===== config.mk =====
export PLATFORM = sky130hd
export DESIGN_NAME = meas_ctrl_top
export DESIGN_NICKNAME = d
export VERILOG_FILES = /design/src/hw/reg_map_pkg.sv /design/src/hw/io_map_pkg.sv /design/src/hw/spi_port.sv /design/src/hw/register_bank.sv /design/src/hw/precharge_sequencer.sv /design/src/hw/output_mux.sv /design/src/hw/meas_ctrl_top.sv
export SDC_FILE = /design/constraint.sdc
export NUM_CORES = 1
export LEC_CHECK = 0
export BUFFER_PORTS_ARGS = -buffer_cell sky130_fd_sc_hd__buf_2
export CORE_MARGIN = 4
export CORE_UTILIZATION = 35
export CTS_BUF_LIST = sky130_fd_sc_hd__clkbuf_4 sky130_fd_sc_hd__clkbuf_8 sky130_fd_sc_hd__clkbuf_16
export CTS_CLUSTER_DIAMETER = 40
export CTS_CLUSTER_SIZE = 20
export DETAILED_ROUTE_END_ITERATION = 10
export GPL_ROUTABILITY_DRIVEN = 0
export SYNTH_ARGS = -nofsm -noshare
export SYNTH_HDL_FRONTEND = slang
export SYNTH_SLANG_ARGS = --single-unit

===== constraint.sdc =====
create_clock -name clk -period 6.5 [get_ports clk]
set_input_delay 0.325 -clock clk [delete_from_list [all_inputs] [get_ports clk]]
set_output_delay 0.325 -clock clk [all_outputs]
set_load 0.005 [all_outputs]

===== src/hw/reg_map_pkg.sv =====
/* register map package
   spi frame layout, register addresses, field widths and reset values
   of the control register bank
*/
package reg_map_pkg;

  ////////////////////
  // frame layout
  localparam int REG_WIDTH  = 32;                 // data phase / register width
  localparam int ADDR_WIDTH = 7;                  // cmd bits 6..0
  localparam int FRAME_BITS = 40;                 // cmd byte + 32 data bits
  localparam int CMD_BITS   = 8;
  localparam int CMD_WR_BIT = 7;                  // set for a write
  localparam int FRAME_CNT_BITS = 6;              // holds 0..FRAME_BITS

  localparam logic [FRAME_CNT_BITS-1:0] CMD_LAST   = FRAME_CNT_BITS'(CMD_BITS - 1);
  localparam logic [FRAME_CNT_BITS-1:0] FRAME_LAST = FRAME_CNT_BITS'(FRAME_BITS - 1);
  localparam logic [FRAME_CNT_BITS-1:0] FRAME_END  = FRAME_CNT_BITS'(FRAME_BITS);

  ////////////////////
  // addresses
  localparam logic [ADDR_WIDTH-1:0] ADDR_STATUS    = 7'h00;  // read only
  localparam logic [ADDR_WIDTH-1:0] ADDR_MODE      = 7'h01;
  localparam logic [ADDR_WIDTH-1:0] ADDR_DIRECT    = 7'h02;
  localparam logic [ADDR_WIDTH-1:0] ADDR_OE_4094   = 7'h03;
  localparam logic [ADDR_WIDTH-1:0] ADDR_APERTURE  = 7'h04;
  localparam logic [ADDR_WIDTH-1:0] ADDR_PRECHARGE = 7'h05;
  localparam logic [ADDR_WIDTH-1:0] ADDR_SPI_ROUTE = 7'h06;

  // status word, magic in 7..0, flags in 10..8
  localparam logic [7:0] STATUS_MAGIC = 8'hAA;
  localparam int HW_FLAG_BITS   = 3;
  localparam int PRECHARGE_BITS = 24;             // used width of precharge count

  ////////////////////
  // reset values, full words, bank takes the slice it stores
  localparam logic [REG_WIDTH-1:0] RST_MODE      = 32'd0;
  localparam logic [REG_WIDTH-1:0] RST_DIRECT    = 32'd0;
  localparam logic [REG_WIDTH-1:0] RST_OE_4094   = 32'd0;  // 4094 outputs off at power up
  localparam logic [REG_WIDTH-1:0] RST_SPI_ROUTE = 32'd0;
  localparam logic [REG_WIDTH-1:0] RST_APERTURE  = 32'd16;
  localparam logic [REG_WIDTH-1:0] RST_PRECHARGE = 32'd8;

endpackage


===== src/hw/io_map_pkg.sv =====
/* output pin map package
   mode codes of the output mux and the layout of the 25-bit pin word
*/
package io_map_pkg;

  localparam int OUT_BITS  = 25;                  // pin word width
  localparam int MODE_BITS = 3;                   // eight modes

  ////////////////////
  // mode codes
  localparam logic [MODE_BITS-1:0] MODE_DIRECT    = 3'd0;  // follow direct register
  localparam logic [MODE_BITS-1:0] MODE_ZERO      = 3'd1;
  localparam logic [MODE_BITS-1:0] MODE_ONES      = 3'd2;
  localparam logic [MODE_BITS-1:0] MODE_PATTERN   = 3'd3;  // free running counter
  localparam logic [MODE_BITS-1:0] MODE_PRECHARGE = 3'd4;  // precharge sequencer view
  // 5..7 drive zero

  ////////////////////
  // pin word fields
  localparam int LEDS_LSB       = 0;
  localparam int LEDS_BITS      = 4;
  localparam int MONITOR_LSB    = 4;
  localparam int MONITOR_BITS   = 8;
  localparam int SPI_INT_BIT    = 12;
  localparam int MEAS_DONE_BIT  = 13;
  localparam int PC1_BIT        = 14;             // precharge switch 1
  localparam int PC2_BIT        = 15;
  localparam int U410_LSB       = 16;             // az mux
  localparam int U410_BITS      = 4;
  localparam int CMPR_LATCH_BIT = 20;             // adc comparator latch
  localparam int U902_LSB       = 21;             // adc ref current mux
  localparam int U902_BITS      = 4;

  localparam int PATTERN_BITS = 32;               // test pattern counter

endpackage


===== src/hw/spi_port.sv =====
/* spi port
   oversamples the mcu spi link (mode 0) in the clk domain, decodes
   40-bit frames, shifts read data out and routes the bus to the 4094 chain
*/
`timescale 1ns/1ns

module spi_port (
  input  logic                              clk,
  input  logic                              i_rst_n,
  input  logic                              i_sck,
  input  logic                              i_sdi,
  input  logic                              i_ss_n,       // register frame select
  input  logic                              i_cs2_n,      // 4094 select
  input  logic                              i_route_en,
  input  logic                              i_4094_miso,
  input  logic [reg_map_pkg::REG_WIDTH-1:0]  i_rd_data,
  output logic                              o_sdo,
  output logic [reg_map_pkg::ADDR_WIDTH-1:0] o_rd_addr,
  output logic                              o_wr_valid,
  output logic [reg_map_pkg::ADDR_WIDTH-1:0] o_wr_addr,
  output logic [reg_map_pkg::REG_WIDTH-1:0]  o_wr_data,
  output logic                              o_4094_clk,
  output logic                              o_4094_data,
  output logic                              o_4094_strobe
);

  logic [1:0] sck_sync, sdi_sync, ss_sync, cs2_sync;  // [1] is the synced copy
  logic       sck_d;
  logic       sck_rise, sck_fall;
  logic [reg_map_pkg::FRAME_CNT_BITS-1:0] bit_cnt;
  logic [reg_map_pkg::REG_WIDTH-1:0]      rx_sr, tx_sr;
  logic [reg_map_pkg::CMD_BITS-1:0]       cmd;
  logic       load_tx;                                // bank answer valid next cycle
  logic       sdo_q;
  logic       route_act;

  ////////////////////
  // pin synchronizers
  always_ff @(posedge clk)
  begin
    if (!i_rst_n)
    begin
      sck_sync <= 2'b00;
      sdi_sync <= 2'b00;
      ss_sync  <= 2'b11;              // deselected
      cs2_sync <= 2'b11;
      sck_d    <= 1'b0;
    end
    else
    begin
      sck_sync <= {sck_sync[0], i_sck};
      sdi_sync <= {sdi_sync[0], i_sdi};
      ss_sync  <= {ss_sync[0], i_ss_n};
      cs2_sync <= {cs2_sync[0], i_cs2_n};
      sck_d    <= sck_sync[1];
    end
  end

  assign sck_rise = sck_sync[1] & ~sck_d;
  assign sck_fall = ~sck_sync[1] & sck_d;

  ////////////////////
  // frame decode
  always_ff @(posedge clk)
  begin
    if (!i_rst_n)
    begin
      bit_cnt    <= '0;
      load_tx    <= 1'b0;
      o_wr_valid <= 1'b0;
      sdo_q      <= 1'b0;
    end
    else
    begin
      o_wr_valid <= 1'b0;             // single cycle pulse
      load_tx    <= 1'b0;
      if (ss_sync[1])
      begin
        bit_cnt <= '0;                // idle or aborted frame, nothing written
        sdo_q   <= 1'b0;
      end
      else
      begin
        if (sck_rise && bit_cnt != reg_map_pkg::FRAME_END)
        begin
          bit_cnt <= bit_cnt + 1'b1;
          if (bit_cnt == reg_map_pkg::CMD_LAST)
            load_tx <= 1'b1;
          if (bit_cnt == reg_map_pkg::FRAME_LAST && cmd[reg_map_pkg::CMD_WR_BIT])
            o_wr_valid <= 1'b1;
        end
        // mode 0, next bit goes out after the falling edge
        if (sck_fall && bit_cnt >= reg_map_pkg::CMD_BITS && bit_cnt != reg_map_pkg::FRAME_END)
          sdo_q <= tx_sr[reg_map_pkg::REG_WIDTH-1];
      end
    end
  end

  // payload shift registers
  always_ff @(posedge clk)
  begin
    if (sck_rise && !ss_sync[1])
    begin
      rx_sr <= {rx_sr[reg_map_pkg::REG_WIDTH-2:0], sdi_sync[1]};
      if (bit_cnt == reg_map_pkg::CMD_LAST)
        cmd <= {rx_sr[reg_map_pkg::CMD_BITS-2:0], sdi_sync[1]};
      if (bit_cnt == reg_map_pkg::FRAME_LAST)
        o_wr_data <= {rx_sr[reg_map_pkg::REG_WIDTH-2:0], sdi_sync[1]};
    end
    if (load_tx)
      tx_sr <= i_rd_data;             // bank answered o_rd_addr
    else if (sck_fall && !ss_sync[1] && bit_cnt >= reg_map_pkg::CMD_BITS)
      tx_sr <= {tx_sr[reg_map_pkg::REG_WIDTH-2:0], 1'b0};
  end

  assign o_rd_addr = cmd[reg_map_pkg::ADDR_WIDTH-1:0];
  assign o_wr_addr = cmd[reg_map_pkg::ADDR_WIDTH-1:0];

  ////////////////////
  // 4094 pass-through
  assign route_act     = i_route_en & ~cs2_sync[1];
  assign o_4094_clk    = route_act & sck_sync[1];
  assign o_4094_data   = route_act & sdi_sync[1];
  assign o_4094_strobe = route_act;                         // strobe hi while shifting
  assign o_sdo         = route_act ? i_4094_miso : sdo_q;   // miso mux

  // bank sees at most one write per frame
  a_wr_pulse : assert property (@(posedge clk) disable iff (!i_rst_n)
    o_wr_valid |=> !o_wr_valid);

endmodule


===== src/hw/register_bank.sv =====
/* register bank
   control registers written over spi, read mux with status word,
   drives mode, direct word, 4094 enable, routing and sequencer timing
*/
`timescale 1ns/1ns

module register_bank (
  input  logic                                  clk,
  input  logic                                  i_rst_n,
  input  logic                                  i_wr_valid,
  input  logic [reg_map_pkg::ADDR_WIDTH-1:0]     i_wr_addr,
  input  logic [reg_map_pkg::REG_WIDTH-1:0]      i_wr_data,
  input  logic [reg_map_pkg::ADDR_WIDTH-1:0]     i_rd_addr,
  input  logic [reg_map_pkg::HW_FLAG_BITS-1:0]   i_hw_flags,
  output logic [reg_map_pkg::REG_WIDTH-1:0]      o_rd_data,
  output logic [io_map_pkg::MODE_BITS-1:0]       o_mode,
  output logic [reg_map_pkg::REG_WIDTH-1:0]      o_direct,
  output logic                                  o_4094_oe,
  output logic                                  o_route_en,
  output logic [reg_map_pkg::REG_WIDTH-1:0]      o_aperture,
  output logic [reg_map_pkg::PRECHARGE_BITS-1:0] o_precharge
);

  logic [reg_map_pkg::REG_WIDTH-1:0] status_word;

  // magic low byte, board flags above it
  assign status_word = {
    {(reg_map_pkg::REG_WIDTH - reg_map_pkg::HW_FLAG_BITS - 8){1'b0}},
    i_hw_flags,                                   // 10..8
    reg_map_pkg::STATUS_MAGIC                     // 7..0
  };

  ////////////////////
  // writes
  always_ff @(posedge clk)
  begin
    if (!i_rst_n)
    begin
      o_mode      <= reg_map_pkg::RST_MODE[io_map_pkg::MODE_BITS-1:0];
      o_direct    <= reg_map_pkg::RST_DIRECT;
      o_4094_oe   <= reg_map_pkg::RST_OE_4094[0];
      o_route_en  <= reg_map_pkg::RST_SPI_ROUTE[0];
      o_aperture  <= reg_map_pkg::RST_APERTURE;
      o_precharge <= reg_map_pkg::RST_PRECHARGE[reg_map_pkg::PRECHARGE_BITS-1:0];
    end
    else if (i_wr_valid)
    begin
      case (i_wr_addr)
        reg_map_pkg::ADDR_MODE:      o_mode      <= i_wr_data[io_map_pkg::MODE_BITS-1:0];
        reg_map_pkg::ADDR_DIRECT:    o_direct    <= i_wr_data;
        reg_map_pkg::ADDR_OE_4094:   o_4094_oe   <= i_wr_data[0];
        reg_map_pkg::ADDR_SPI_ROUTE: o_route_en  <= i_wr_data[0];   // bit 0 routes cs2
        reg_map_pkg::ADDR_APERTURE:  o_aperture  <= i_wr_data;
        reg_map_pkg::ADDR_PRECHARGE:
          o_precharge <= i_wr_data[reg_map_pkg::PRECHARGE_BITS-1:0];
        default: ;                                  // status and unmapped, dropped
      endcase
    end
  end

  ////////////////////
  // reads, combinational so the port can load before the data phase
  always_comb
  begin
    case (i_rd_addr)
      reg_map_pkg::ADDR_STATUS:    o_rd_data = status_word;
      reg_map_pkg::ADDR_MODE:      o_rd_data = reg_map_pkg::REG_WIDTH'(o_mode);
      reg_map_pkg::ADDR_DIRECT:    o_rd_data = o_direct;
      reg_map_pkg::ADDR_OE_4094:   o_rd_data = reg_map_pkg::REG_WIDTH'(o_4094_oe);
      reg_map_pkg::ADDR_SPI_ROUTE: o_rd_data = reg_map_pkg::REG_WIDTH'(o_route_en);
      reg_map_pkg::ADDR_APERTURE:  o_rd_data = o_aperture;
      reg_map_pkg::ADDR_PRECHARGE: o_rd_data = reg_map_pkg::REG_WIDTH'(o_precharge);
      default:                     o_rd_data = '0;    // unmapped reads zero
    endcase
  end

  // 4094 outputs only come on through an explicit mcu write
  a_oe_by_write : assert property (@(posedge clk) disable iff (!i_rst_n)
    $rose(o_4094_oe) |-> $past(i_wr_valid && i_wr_addr == reg_map_pkg::ADDR_OE_4094));

endmodule


===== src/hw/precharge_sequencer.sv =====
/* precharge sequencer
   alternates precharge and sample phases of programmable length,
   toggles an led per full cycle and exports phase and cycle count
*/
`timescale 1ns/1ns

module precharge_sequencer (
  input  logic                                  clk,
  input  logic                                  i_rst_n,
  input  logic [reg_map_pkg::REG_WIDTH-1:0]      i_aperture,   // sample length
  input  logic [reg_map_pkg::PRECHARGE_BITS-1:0] i_precharge,  // precharge length
  output logic                                  o_pc_sw,
  output logic                                  o_led,
  output logic [io_map_pkg::MONITOR_BITS-1:0]    o_monitor
);

  logic [reg_map_pkg::REG_WIDTH-1:0]    cnt_q;       // cycles left in phase, minus one
  logic [reg_map_pkg::REG_WIDTH-1:0]    load_q;      // value loaded at phase start
  logic [reg_map_pkg::REG_WIDTH-1:0]    pc_ext;
  logic [reg_map_pkg::REG_WIDTH-1:0]    pc_len_m1, ap_len_m1, next_len_m1;
  logic                                 phase_q;     // 1 = precharge
  logic [io_map_pkg::MONITOR_BITS-2:0]  cycle_q;     // full cycles, mod 128

  assign pc_ext = reg_map_pkg::REG_WIDTH'(i_precharge);

  // zero length runs as one cycle
  assign pc_len_m1 = (pc_ext == '0) ? '0 : pc_ext - 32'd1;
  assign ap_len_m1 = (i_aperture == '0) ? '0 : i_aperture - 32'd1;
  assign next_len_m1 = phase_q ? ap_len_m1 : pc_len_m1;  // length of the phase after this

  ////////////////////
  // phase counter
  always_ff @(posedge clk)
  begin
    if (!i_rst_n)
    begin
      phase_q <= 1'b1;                                 // start in precharge
      cnt_q   <= reg_map_pkg::RST_PRECHARGE - 32'd1;   // bank reset count
      load_q  <= reg_map_pkg::RST_PRECHARGE - 32'd1;
      o_led   <= 1'b0;
      cycle_q <= '0;
    end
    else if (cnt_q == '0)
    begin
      phase_q <= ~phase_q;
      cnt_q   <= next_len_m1;
      load_q  <= next_len_m1;
      if (!phase_q)                  // end of sample closes a full cycle
      begin
        o_led   <= ~o_led;
        cycle_q <= cycle_q + 1'b1;
      end
    end
    else
      cnt_q <= cnt_q - 32'd1;
  end

  assign o_pc_sw   = phase_q;                     // switch closed during precharge
  assign o_monitor = {phase_q, cycle_q};

  a_cnt_bound : assert property (@(posedge clk) disable iff (!i_rst_n)
    cnt_q <= load_q);

endmodule


===== src/hw/output_mux.sv =====
/* output mux
   free running test pattern counter and registered eight-way selection
   of the 25-bit pin word by mode
*/
`timescale 1ns/1ns

module output_mux (
  input  logic                               clk,
  input  logic                               i_rst_n,
  input  logic [io_map_pkg::MODE_BITS-1:0]    i_mode,
  input  logic [reg_map_pkg::REG_WIDTH-1:0]   i_direct,
  input  logic                               i_pc_sw,
  input  logic                               i_pc_led,
  input  logic [io_map_pkg::MONITOR_BITS-1:0] i_pc_monitor,
  output logic [io_map_pkg::OUT_BITS-1:0]     o_word
);

  logic [io_map_pkg::PATTERN_BITS-1:0] pattern_q;
  logic [io_map_pkg::OUT_BITS-1:0]     sel_word;

  // test pattern, one count per clk
  always_ff @(posedge clk)
  begin
    if (!i_rst_n)
      pattern_q <= '0;
    else
      pattern_q <= pattern_q + io_map_pkg::PATTERN_BITS'(1);
  end

  ////////////////////
  // mode select
  always_comb
  begin
    sel_word = '0;                                            // modes 5..7
    case (i_mode)
      io_map_pkg::MODE_DIRECT:  sel_word = i_direct[io_map_pkg::OUT_BITS-1:0];
      io_map_pkg::MODE_ZERO:    sel_word = '0;
      io_map_pkg::MODE_ONES:    sel_word = '1;
      io_map_pkg::MODE_PATTERN: sel_word = pattern_q[io_map_pkg::OUT_BITS-1:0];
      io_map_pkg::MODE_PRECHARGE:
      begin
        // led0, monitor and pc1 only, rest held low
        sel_word[io_map_pkg::LEDS_LSB] = i_pc_led;
        sel_word[io_map_pkg::MONITOR_LSB +: io_map_pkg::MONITOR_BITS] = i_pc_monitor;
        sel_word[io_map_pkg::PC1_BIT] = i_pc_sw;
      end
      default:                  sel_word = '0;
    endcase
  end

  // registered pins, one cycle behind mode/source
  always_ff @(posedge clk)
  begin
    if (!i_rst_n)
      o_word <= '0;
    else
      o_word <= sel_word;
  end

endmodule


===== src/hw/meas_ctrl_top.sv =====
/* measurement control top
   spi port, register bank, precharge sequencer and output mux,
   pin word split out to the board signals
*/
`timescale 1ns/1ns

module meas_ctrl_top (
  input  logic                                clk,
  input  logic                                i_rst_n,
  input  logic                                i_sck,
  input  logic                                i_sdi,
  input  logic                                i_ss_n,
  input  logic                                i_cs2_n,
  input  logic                                i_4094_miso,
  input  logic [reg_map_pkg::HW_FLAG_BITS-1:0] i_hw_flags,
  output logic                                o_sdo,
  output logic                                o_4094_clk,
  output logic                                o_4094_data,
  output logic                                o_4094_strobe,
  output logic                                o_4094_oe,
  output logic [io_map_pkg::LEDS_BITS-1:0]     o_leds,
  output logic [io_map_pkg::MONITOR_BITS-1:0]  o_monitor,
  output logic                                o_spi_interrupt,
  output logic                                o_meas_complete,
  output logic                                o_sig_pc1_sw,
  output logic                                o_sig_pc2_sw,
  output logic [io_map_pkg::U410_BITS-1:0]     o_u410,
  output logic                                o_cmpr_latch,
  output logic [io_map_pkg::U902_BITS-1:0]     o_u902
);

  logic [reg_map_pkg::ADDR_WIDTH-1:0]     rd_addr, wr_addr;
  logic [reg_map_pkg::REG_WIDTH-1:0]      rd_data, wr_data;
  logic                                  wr_valid;
  logic                                  route_en;
  logic [io_map_pkg::MODE_BITS-1:0]       mode;
  logic [reg_map_pkg::REG_WIDTH-1:0]      direct, aperture;
  logic [reg_map_pkg::PRECHARGE_BITS-1:0] precharge;
  logic                                  pc_sw, pc_led;
  logic [io_map_pkg::MONITOR_BITS-1:0]    pc_monitor;
  logic [io_map_pkg::OUT_BITS-1:0]        word;

  spi_port u_spi_port (
    .clk(clk), .i_rst_n(i_rst_n),
    .i_sck(i_sck), .i_sdi(i_sdi), .i_ss_n(i_ss_n), .i_cs2_n(i_cs2_n),
    .i_route_en(route_en), .i_4094_miso(i_4094_miso), .i_rd_data(rd_data),
    .o_sdo(o_sdo), .o_rd_addr(rd_addr),
    .o_wr_valid(wr_valid), .o_wr_addr(wr_addr), .o_wr_data(wr_data),
    .o_4094_clk(o_4094_clk), .o_4094_data(o_4094_data), .o_4094_strobe(o_4094_strobe)
  );

  register_bank u_register_bank (
    .clk(clk), .i_rst_n(i_rst_n),
    .i_wr_valid(wr_valid), .i_wr_addr(wr_addr), .i_wr_data(wr_data),
    .i_rd_addr(rd_addr), .i_hw_flags(i_hw_flags), .o_rd_data(rd_data),
    .o_mode(mode), .o_direct(direct), .o_4094_oe(o_4094_oe), .o_route_en(route_en),
    .o_aperture(aperture), .o_precharge(precharge)
  );

  precharge_sequencer u_precharge_sequencer (
    .clk(clk), .i_rst_n(i_rst_n),
    .i_aperture(aperture), .i_precharge(precharge),
    .o_pc_sw(pc_sw), .o_led(pc_led), .o_monitor(pc_monitor)
  );

  output_mux u_output_mux (
    .clk(clk), .i_rst_n(i_rst_n), .i_mode(mode), .i_direct(direct),
    .i_pc_sw(pc_sw), .i_pc_led(pc_led), .i_pc_monitor(pc_monitor), .o_word(word)
  );

  ////////////////////
  // pin word split
  assign o_leds          = word[io_map_pkg::LEDS_LSB +: io_map_pkg::LEDS_BITS];
  assign o_monitor       = word[io_map_pkg::MONITOR_LSB +: io_map_pkg::MONITOR_BITS];
  assign o_spi_interrupt = word[io_map_pkg::SPI_INT_BIT];
  assign o_meas_complete = word[io_map_pkg::MEAS_DONE_BIT];
  assign o_sig_pc1_sw    = word[io_map_pkg::PC1_BIT];
  assign o_sig_pc2_sw    = word[io_map_pkg::PC2_BIT];
  assign o_u410          = word[io_map_pkg::U410_LSB +: io_map_pkg::U410_BITS];  // az mux
  assign o_cmpr_latch    = word[io_map_pkg::CMPR_LATCH_BIT];
  assign o_u902          = word[io_map_pkg::U902_LSB +: io_map_pkg::U902_BITS];  // ref mux

endmodule


Word-level counts from Yosys, hierarchy flattened
Cells that the tools add are included.
- bitwise operators: 12
- multiplexer cells: 16
- reduce and logical (&&, ||, !) cells: 25
- equality and inequality tests: 12
- magnitude comparators: 1
- add/subtract/negate cells: 6
- operators with widths (kind ; number):
    $pmux W32 S7 ; 1
    $mux W32 ; 6
    $logic_not A32 Y1 ; 3
    $sub A32 B1 Y32 const B ; 2
    $add A32 B1 Y32 const B ; 1
    $pmux W8 S4 ; 1
    $pmux W10 S3 ; 1
    $sub A24 B1 Y25 const B ; 1
    $eq A7 B3 Y1 const B ; 3
    $reduce_and A2 Y1 ; 9
    $eq A7 B2 Y1 const B ; 2
    $pmux W3 S3 ; 1
    $pmux W1 S4 ; 2
    $add A7 B1 Y7 const B ; 1
    $eq A7 B1 Y1 const B ; 1
    $logic_and A1 B1 Y1 ; 7
    $logic_not A7 Y1 ; 1
    $not A1 Y1 ; 7
    $add A6 B1 Y6 const B ; 1
    $eq A3 B2 Y1 const B ; 2
    $eq A6 B3 Y1 const B ; 1
    $eq A6 B6 Y1 const B ; 1
    $ge A6 B4 Y1 const B ; 1
    $ne A6 B6 Y1 const B ; 1
    9 further kinds ; 15
- bits of input ports: 10
- register bits after elaboration: 312

Depth between registers and ports, before layout
- depth after elaboration: 6
- mapped depth: 11
- gate-level depth less buffers: 8

By module
Synthesis repeated with hierarchy kept, for this count alone.
- cells, all modules: 1419
- area, all modules: 14268.7 sq um
- by module, submodules not included (module ; times used ; sequential area each (sq um) ; cells an instance ; area an instance (sq um)):
    spi_port ; 1 ; 3453.3 ; 229 ; 4306.6
    register_bank ; 1 ; 1861.8 ; 444 ; 4219.0
    precharge_sequencer ; 1 ; 820.8 ; 464 ; 3554.7
    output_mux ; 1 ; 1001.0 ; 282 ; 2188.3

Worst setup path after synthesis
OpenSTA, ideal clock, no wires.
- path type: register to register
- start point: reg u_spi_port.bit_cnt[0] (netlist bit)
- end point: reg u_spi_port.o_wr_data[0] (netlist bit), enable pin
- path buffers: 0
- path slack: 3.129 ns
- cell stages (with the launch flop): 4
- data arrival time: 2.910 ns
- period minus slack after synthesis: 3.371 ns
- setup time: 0.461 ns
- data required time: 6.039 ns
- path through: dfxtp_1 > ha_1 > nand4_1 > nor3_1
- longest elaborated chain between the ends: 2
- RTL lines (what ; RTL line ; text):
    start: declaration ; spi_port.sv:30 ; logic [reg_map_pkg::FRAME_CNT_BITS-1:0] bit_cnt;
    start signal: assignment ; spi_port.sv:86 ; bit_cnt <= bit_cnt + 1'b1;
    $eq A6 B6 Y1 ; spi_port.sv:107 ; if (bit_cnt == reg_map_pkg::FRAME_LAST)
    $reduce_and A2 Y1 (no source line) ; -- ;
    end signal: assignment ; spi_port.sv:108 ; o_wr_data <= {rx_sr[reg_map_pkg::REG_WIDTH-2:0], sdi_sync[1]};
    end: declaration ; spi_port.sv:21 ; output logic [reg_map_pkg::REG_WIDTH-1:0] o_wr_data,
Every way passes these cells.
A chain may end at the register's enable or synchronous reset.

Final worst setup path
- start point: reg u_spi_port.cmd[5] (netlist bit)
- end point: reg u_register_bank.o_aperture[13] (netlist bit)
- longest elaborated chain between the ends: 2
- RTL lines (what ; RTL line ; text):
    start: declaration ; spi_port.sv:32 ; logic [reg_map_pkg::CMD_BITS-1:0] cmd;
    start signal: assignment ; spi_port.sv:106 ; cmd <= {rx_sr[reg_map_pkg::CMD_BITS-2:0], sdi_sync[1]};
    $eq A7 B3 Y1 ; register_bank.sv:48 ; case (i_wr_addr)
    $reduce_and A2 Y1 (no source line) ; -- ;
    end signal: assignment ; register_bank.sv:43 ; o_aperture <= reg_map_pkg::RST_APERTURE;
    end signal: assignment ; register_bank.sv:53 ; reg_map_pkg::ADDR_APERTURE: o_aperture <= i_wr_data;
    end: declaration ; register_bank.sv:20 ; output logic [reg_map_pkg::REG_WIDTH-1:0] o_aperture,
Every way passes these cells.

==> impl_results.md <==
* Die Span Y at 203.9 um
* PwrDens at 278.4 nW/um2
* WL met2 at 15.56 mm
* Worst skew pair latency at 0.54 ns
* Vias in the first global route at 10151
* Io pins at 40
* Async SR Flop Fraction at 0
* Rows at 71
* Pre-CTS setup slack at 3.020 ns
* Maxcap violations at 0
* Syn Inst Count at 1445
* Total CTS buffers at 42
* Worst-path clk slew at 0.07 ns
* Max Freq at 0.2781 GHz
* Slew Viols, Final at 0
* Uppermost layer routed: met4
* Final worst slack at 2.904 ns
* CP required at 6.94 ns
* Area grow syn2layout at 15.97%
* Pin count of the biggest net entering global routing at 95
* Non-filler cells, final at 2004
* Syn_nets at 1462
* Starting Density at 0.3558
* Die area at 41580 um2
* Final setup fails at 0
* DRC Markers at 0
* Critical Path End Type: flop
* Dpl cells at 1922
* Post-CTS setup buffers at 0
* Worst Tran Pin Value at 1.272 ns
* Dpl hpwl at 24.26 mm
* Post-synth EDFFs at 103
* Seq cells post-synth at 305
* Sequential Area at 7138 um2
* Area occupied by multi-input gates at 5804 um2
* Post-synthesis instance area at 13430 um2
* Hold Vio Cnt, Final at 0
* R2R Setup Slk at 2.90 ns
* Wl on met1 at 16.37 mm
* H-tree depth at 2
* Leakage power at 5.524 nW
* GR Util All Layers at 0.1691
* Synth cell types at 71
* Clock buffer depth at 3
* Final std cell area, no fill at 15580 um2
* Crit path kind: reg -> reg
* DR iter-0 viols at 1085
* First-pass GRT wire length at 56.89 mm
* Synthesized area per cell at 9.296 um2
* DRT Pass-1 Iters at 7
* Die width at 203.9 um
* Layout cells sized above 1 at 0.1139
* Met3 wire len at 2.491 mm
* Nets at 1476
* # diodes at 0
* Placed Area at 14100 um2
* Crit share post-route at 0.5533
* Port-buffer cells at 39
* Nature of the critical path startpoint: flop
* Fill count at 3726
* Via count at 10584
* Setup TNS Final at 0 ns
* Crit Path Max Fanout at 20
* CP Data Arrival Time at 4.03 ns
* CTS tree: done
* Synth warn at 0
* ANT nets after route at 0
* Final setup skew at 0.02360 ns
* Hold WS at 0.2297 ns
* TritonCTS sink count at 305
* Wire per inst at 17.83 um
* Worst rel slew slack at 0.1497
* Root Driver: clkbuf_16
* Top FF cell, synth: dfxtp_1
* Worst hold path type: in -> reg
* Vias per cell at 5.281
* Peak VDD IR at 0.2383 mV
* GR Overflow Total at 0
* RSZ-0062 raised after global routing: false
* CORE AREA at 37760 um2
* Post-layout min period at 3.596 ns
* Initial antenna violation count at 0
* Routed WL at 35.74 mm
* Status: completed
* Post-synthesis sequential area ratio at 0.5313
[worst max-delay path, cell delays in order, from the launching register on]
cell	delay, ns
edfxtp_1	0.35
or3_1	0.42
or3_1	0.39
nor2_2	0.62
buf_4	0.38
and2_0	0.67
buf_4	0.39
nand2_1	0.09
a21oi_1	0.15
[registers in the layout (all words and copies together), names as in the netlist, 2 cells and up]
name,count
u_spi_port.cs2_sync,2
u_spi_port.bit_cnt,6
u_spi_port.cmd,8
u_spi_port.tx_sr,32
u_output_mux.pattern_q,25
u_precharge_sequencer.cnt_q,32
u_register_bank.o_direct,32
u_spi_port.sck_sync,2
u_output_mux.o_word,25
u_register_bank.o_aperture,32
u_precharge_sequencer.cycle_q,7
u_register_bank.o_mode,3
u_spi_port.ss_sync,2
u_spi_port.o_wr_data,32
u_spi_port.sdi_sync,2
u_register_bank.o_precharge,24
u_spi_port.rx_sr,31
[layout by cell type, fill, tap and decap left out, types with 43 or more instances in the layout]
master	n
dfxtp_1	201
nand3_1	50
a21oi_1	124
inv_1	43
xor2_1	44
nor2_1	172
xnor2_1	47
nand2_1	204
clkbuf_16	43
edfxtp_1	103
[cells by family (layout without fill, tap and decap cells)]
| logic type | count (synthesis) | after routing | synth area share |
|---|---|---|---|
| and+or+nand+nor | 604 | 604 | 0.2146 |
| DFF | 305 | 305 | 0.5313 |
| xor gates and xnor gates | 91 | 91 | 0.05933 |
| muxes | 12 | 12 | 0.009314 |
| buffers and inverters | 138 | 186 | 0.03949 |
| adders and majority gates | 7 | 7 | 0.006520 |
| AOI/OAI and AO/OA | 288 | 288 | 0.1394 |
[repair_timing]
item / in CTS / in global routing
setup endpoints to repair: 0 / 0
hold buffers: 4 / 0
hold endpoints to repair: 4 / 0
resized for setup: 0 / 0
[layer usage]
metal,GRT usage,vias up
li1,-,5155
met1,0.2395,4977
met3,0.03158,88
met4,0.06456,0
met5,0,-
met2,0.2574,364
[Yosys cell counts, types with 6 or more instances]
cell type  count  share of area
a21boi_0      20          0.011
a21oi_1      124          0.046
a222oi_1      16          0.012
a22o_1         7         0.0046
a22oi_1       10         0.0056
and2_1        12         0.0056
and3_1         8         0.0037
clkbuf_1      88          0.025
dfxtp_1      202           0.30
edfxtp_1     103           0.23
ha_1           7         0.0065
inv_1         44          0.012
mux2i_1        8         0.0060
nand2_1      204          0.057
nand2b_1      16         0.0075
nand3_1       50          0.019
nand4_1       12         0.0056
nand4b_1       6         0.0039
nor2_1       176          0.049
nor3_1        36          0.013
nor4_1        21         0.0098
o21a_1        10         0.0056
o21ai_0       13         0.0048
o22ai_1       36          0.017
or3_1         16         0.0075
or4_1         10         0.0056
xnor2_1       47          0.031
xor2_1        44          0.029
[stage by stage]
| stage | power (mW) | util |
|---|---|---|
| after global placement | 2.077 | 0.3735 |
| after floorplan | 2.058 | - |
| after global routing | 4.472 | 0.4126 |
| after CTS | 4.384 | 0.4126 |
| after detailed placement | 2.077 | 0.3735 |
| final | 4.337 | 0.4126 |
[final timing paths]
check                                         from                                          end  cells past startpoint
setup / recovery       u_spi_port.cmd[5]$_DFFE_PP_  u_register_bank.o_aperture[13]$_SDFFE_PN0P_                      8
hold / removal                             i_rst_n            u_spi_port.cs2_sync[1]$_SDFF_PN1_                      3
hold reg to reg   u_spi_port.ss_sync[0]$_SDFF_PN1_             u_spi_port.ss_sync[1]$_SDFF_PN1_                      1
setup reg to reg       u_spi_port.cmd[5]$_DFFE_PP_  u_register_bank.o_aperture[13]$_SDFFE_PN0P_                      8
[where the power goes]
group | internal [mW] | total [mW] | switching [mW]
Combinational | 0.0207 | 0.0610 | 0.0403
Sequential | 1.97 | 1.98 | 0.00856
Clock | 1.36 | 2.30 | 0.941
[final cells by class]
type                    instances  area share
multi-input cells            1002      0.3726
inverters                      44     0.01068
clock inverters                33     0.02144
repair buffers                 64     0.02522
flip-flops and latches        305      0.4582
well taps                     511     0.04104
clock buffers                  45     0.07084
Power figures use the tool's default switching activity.
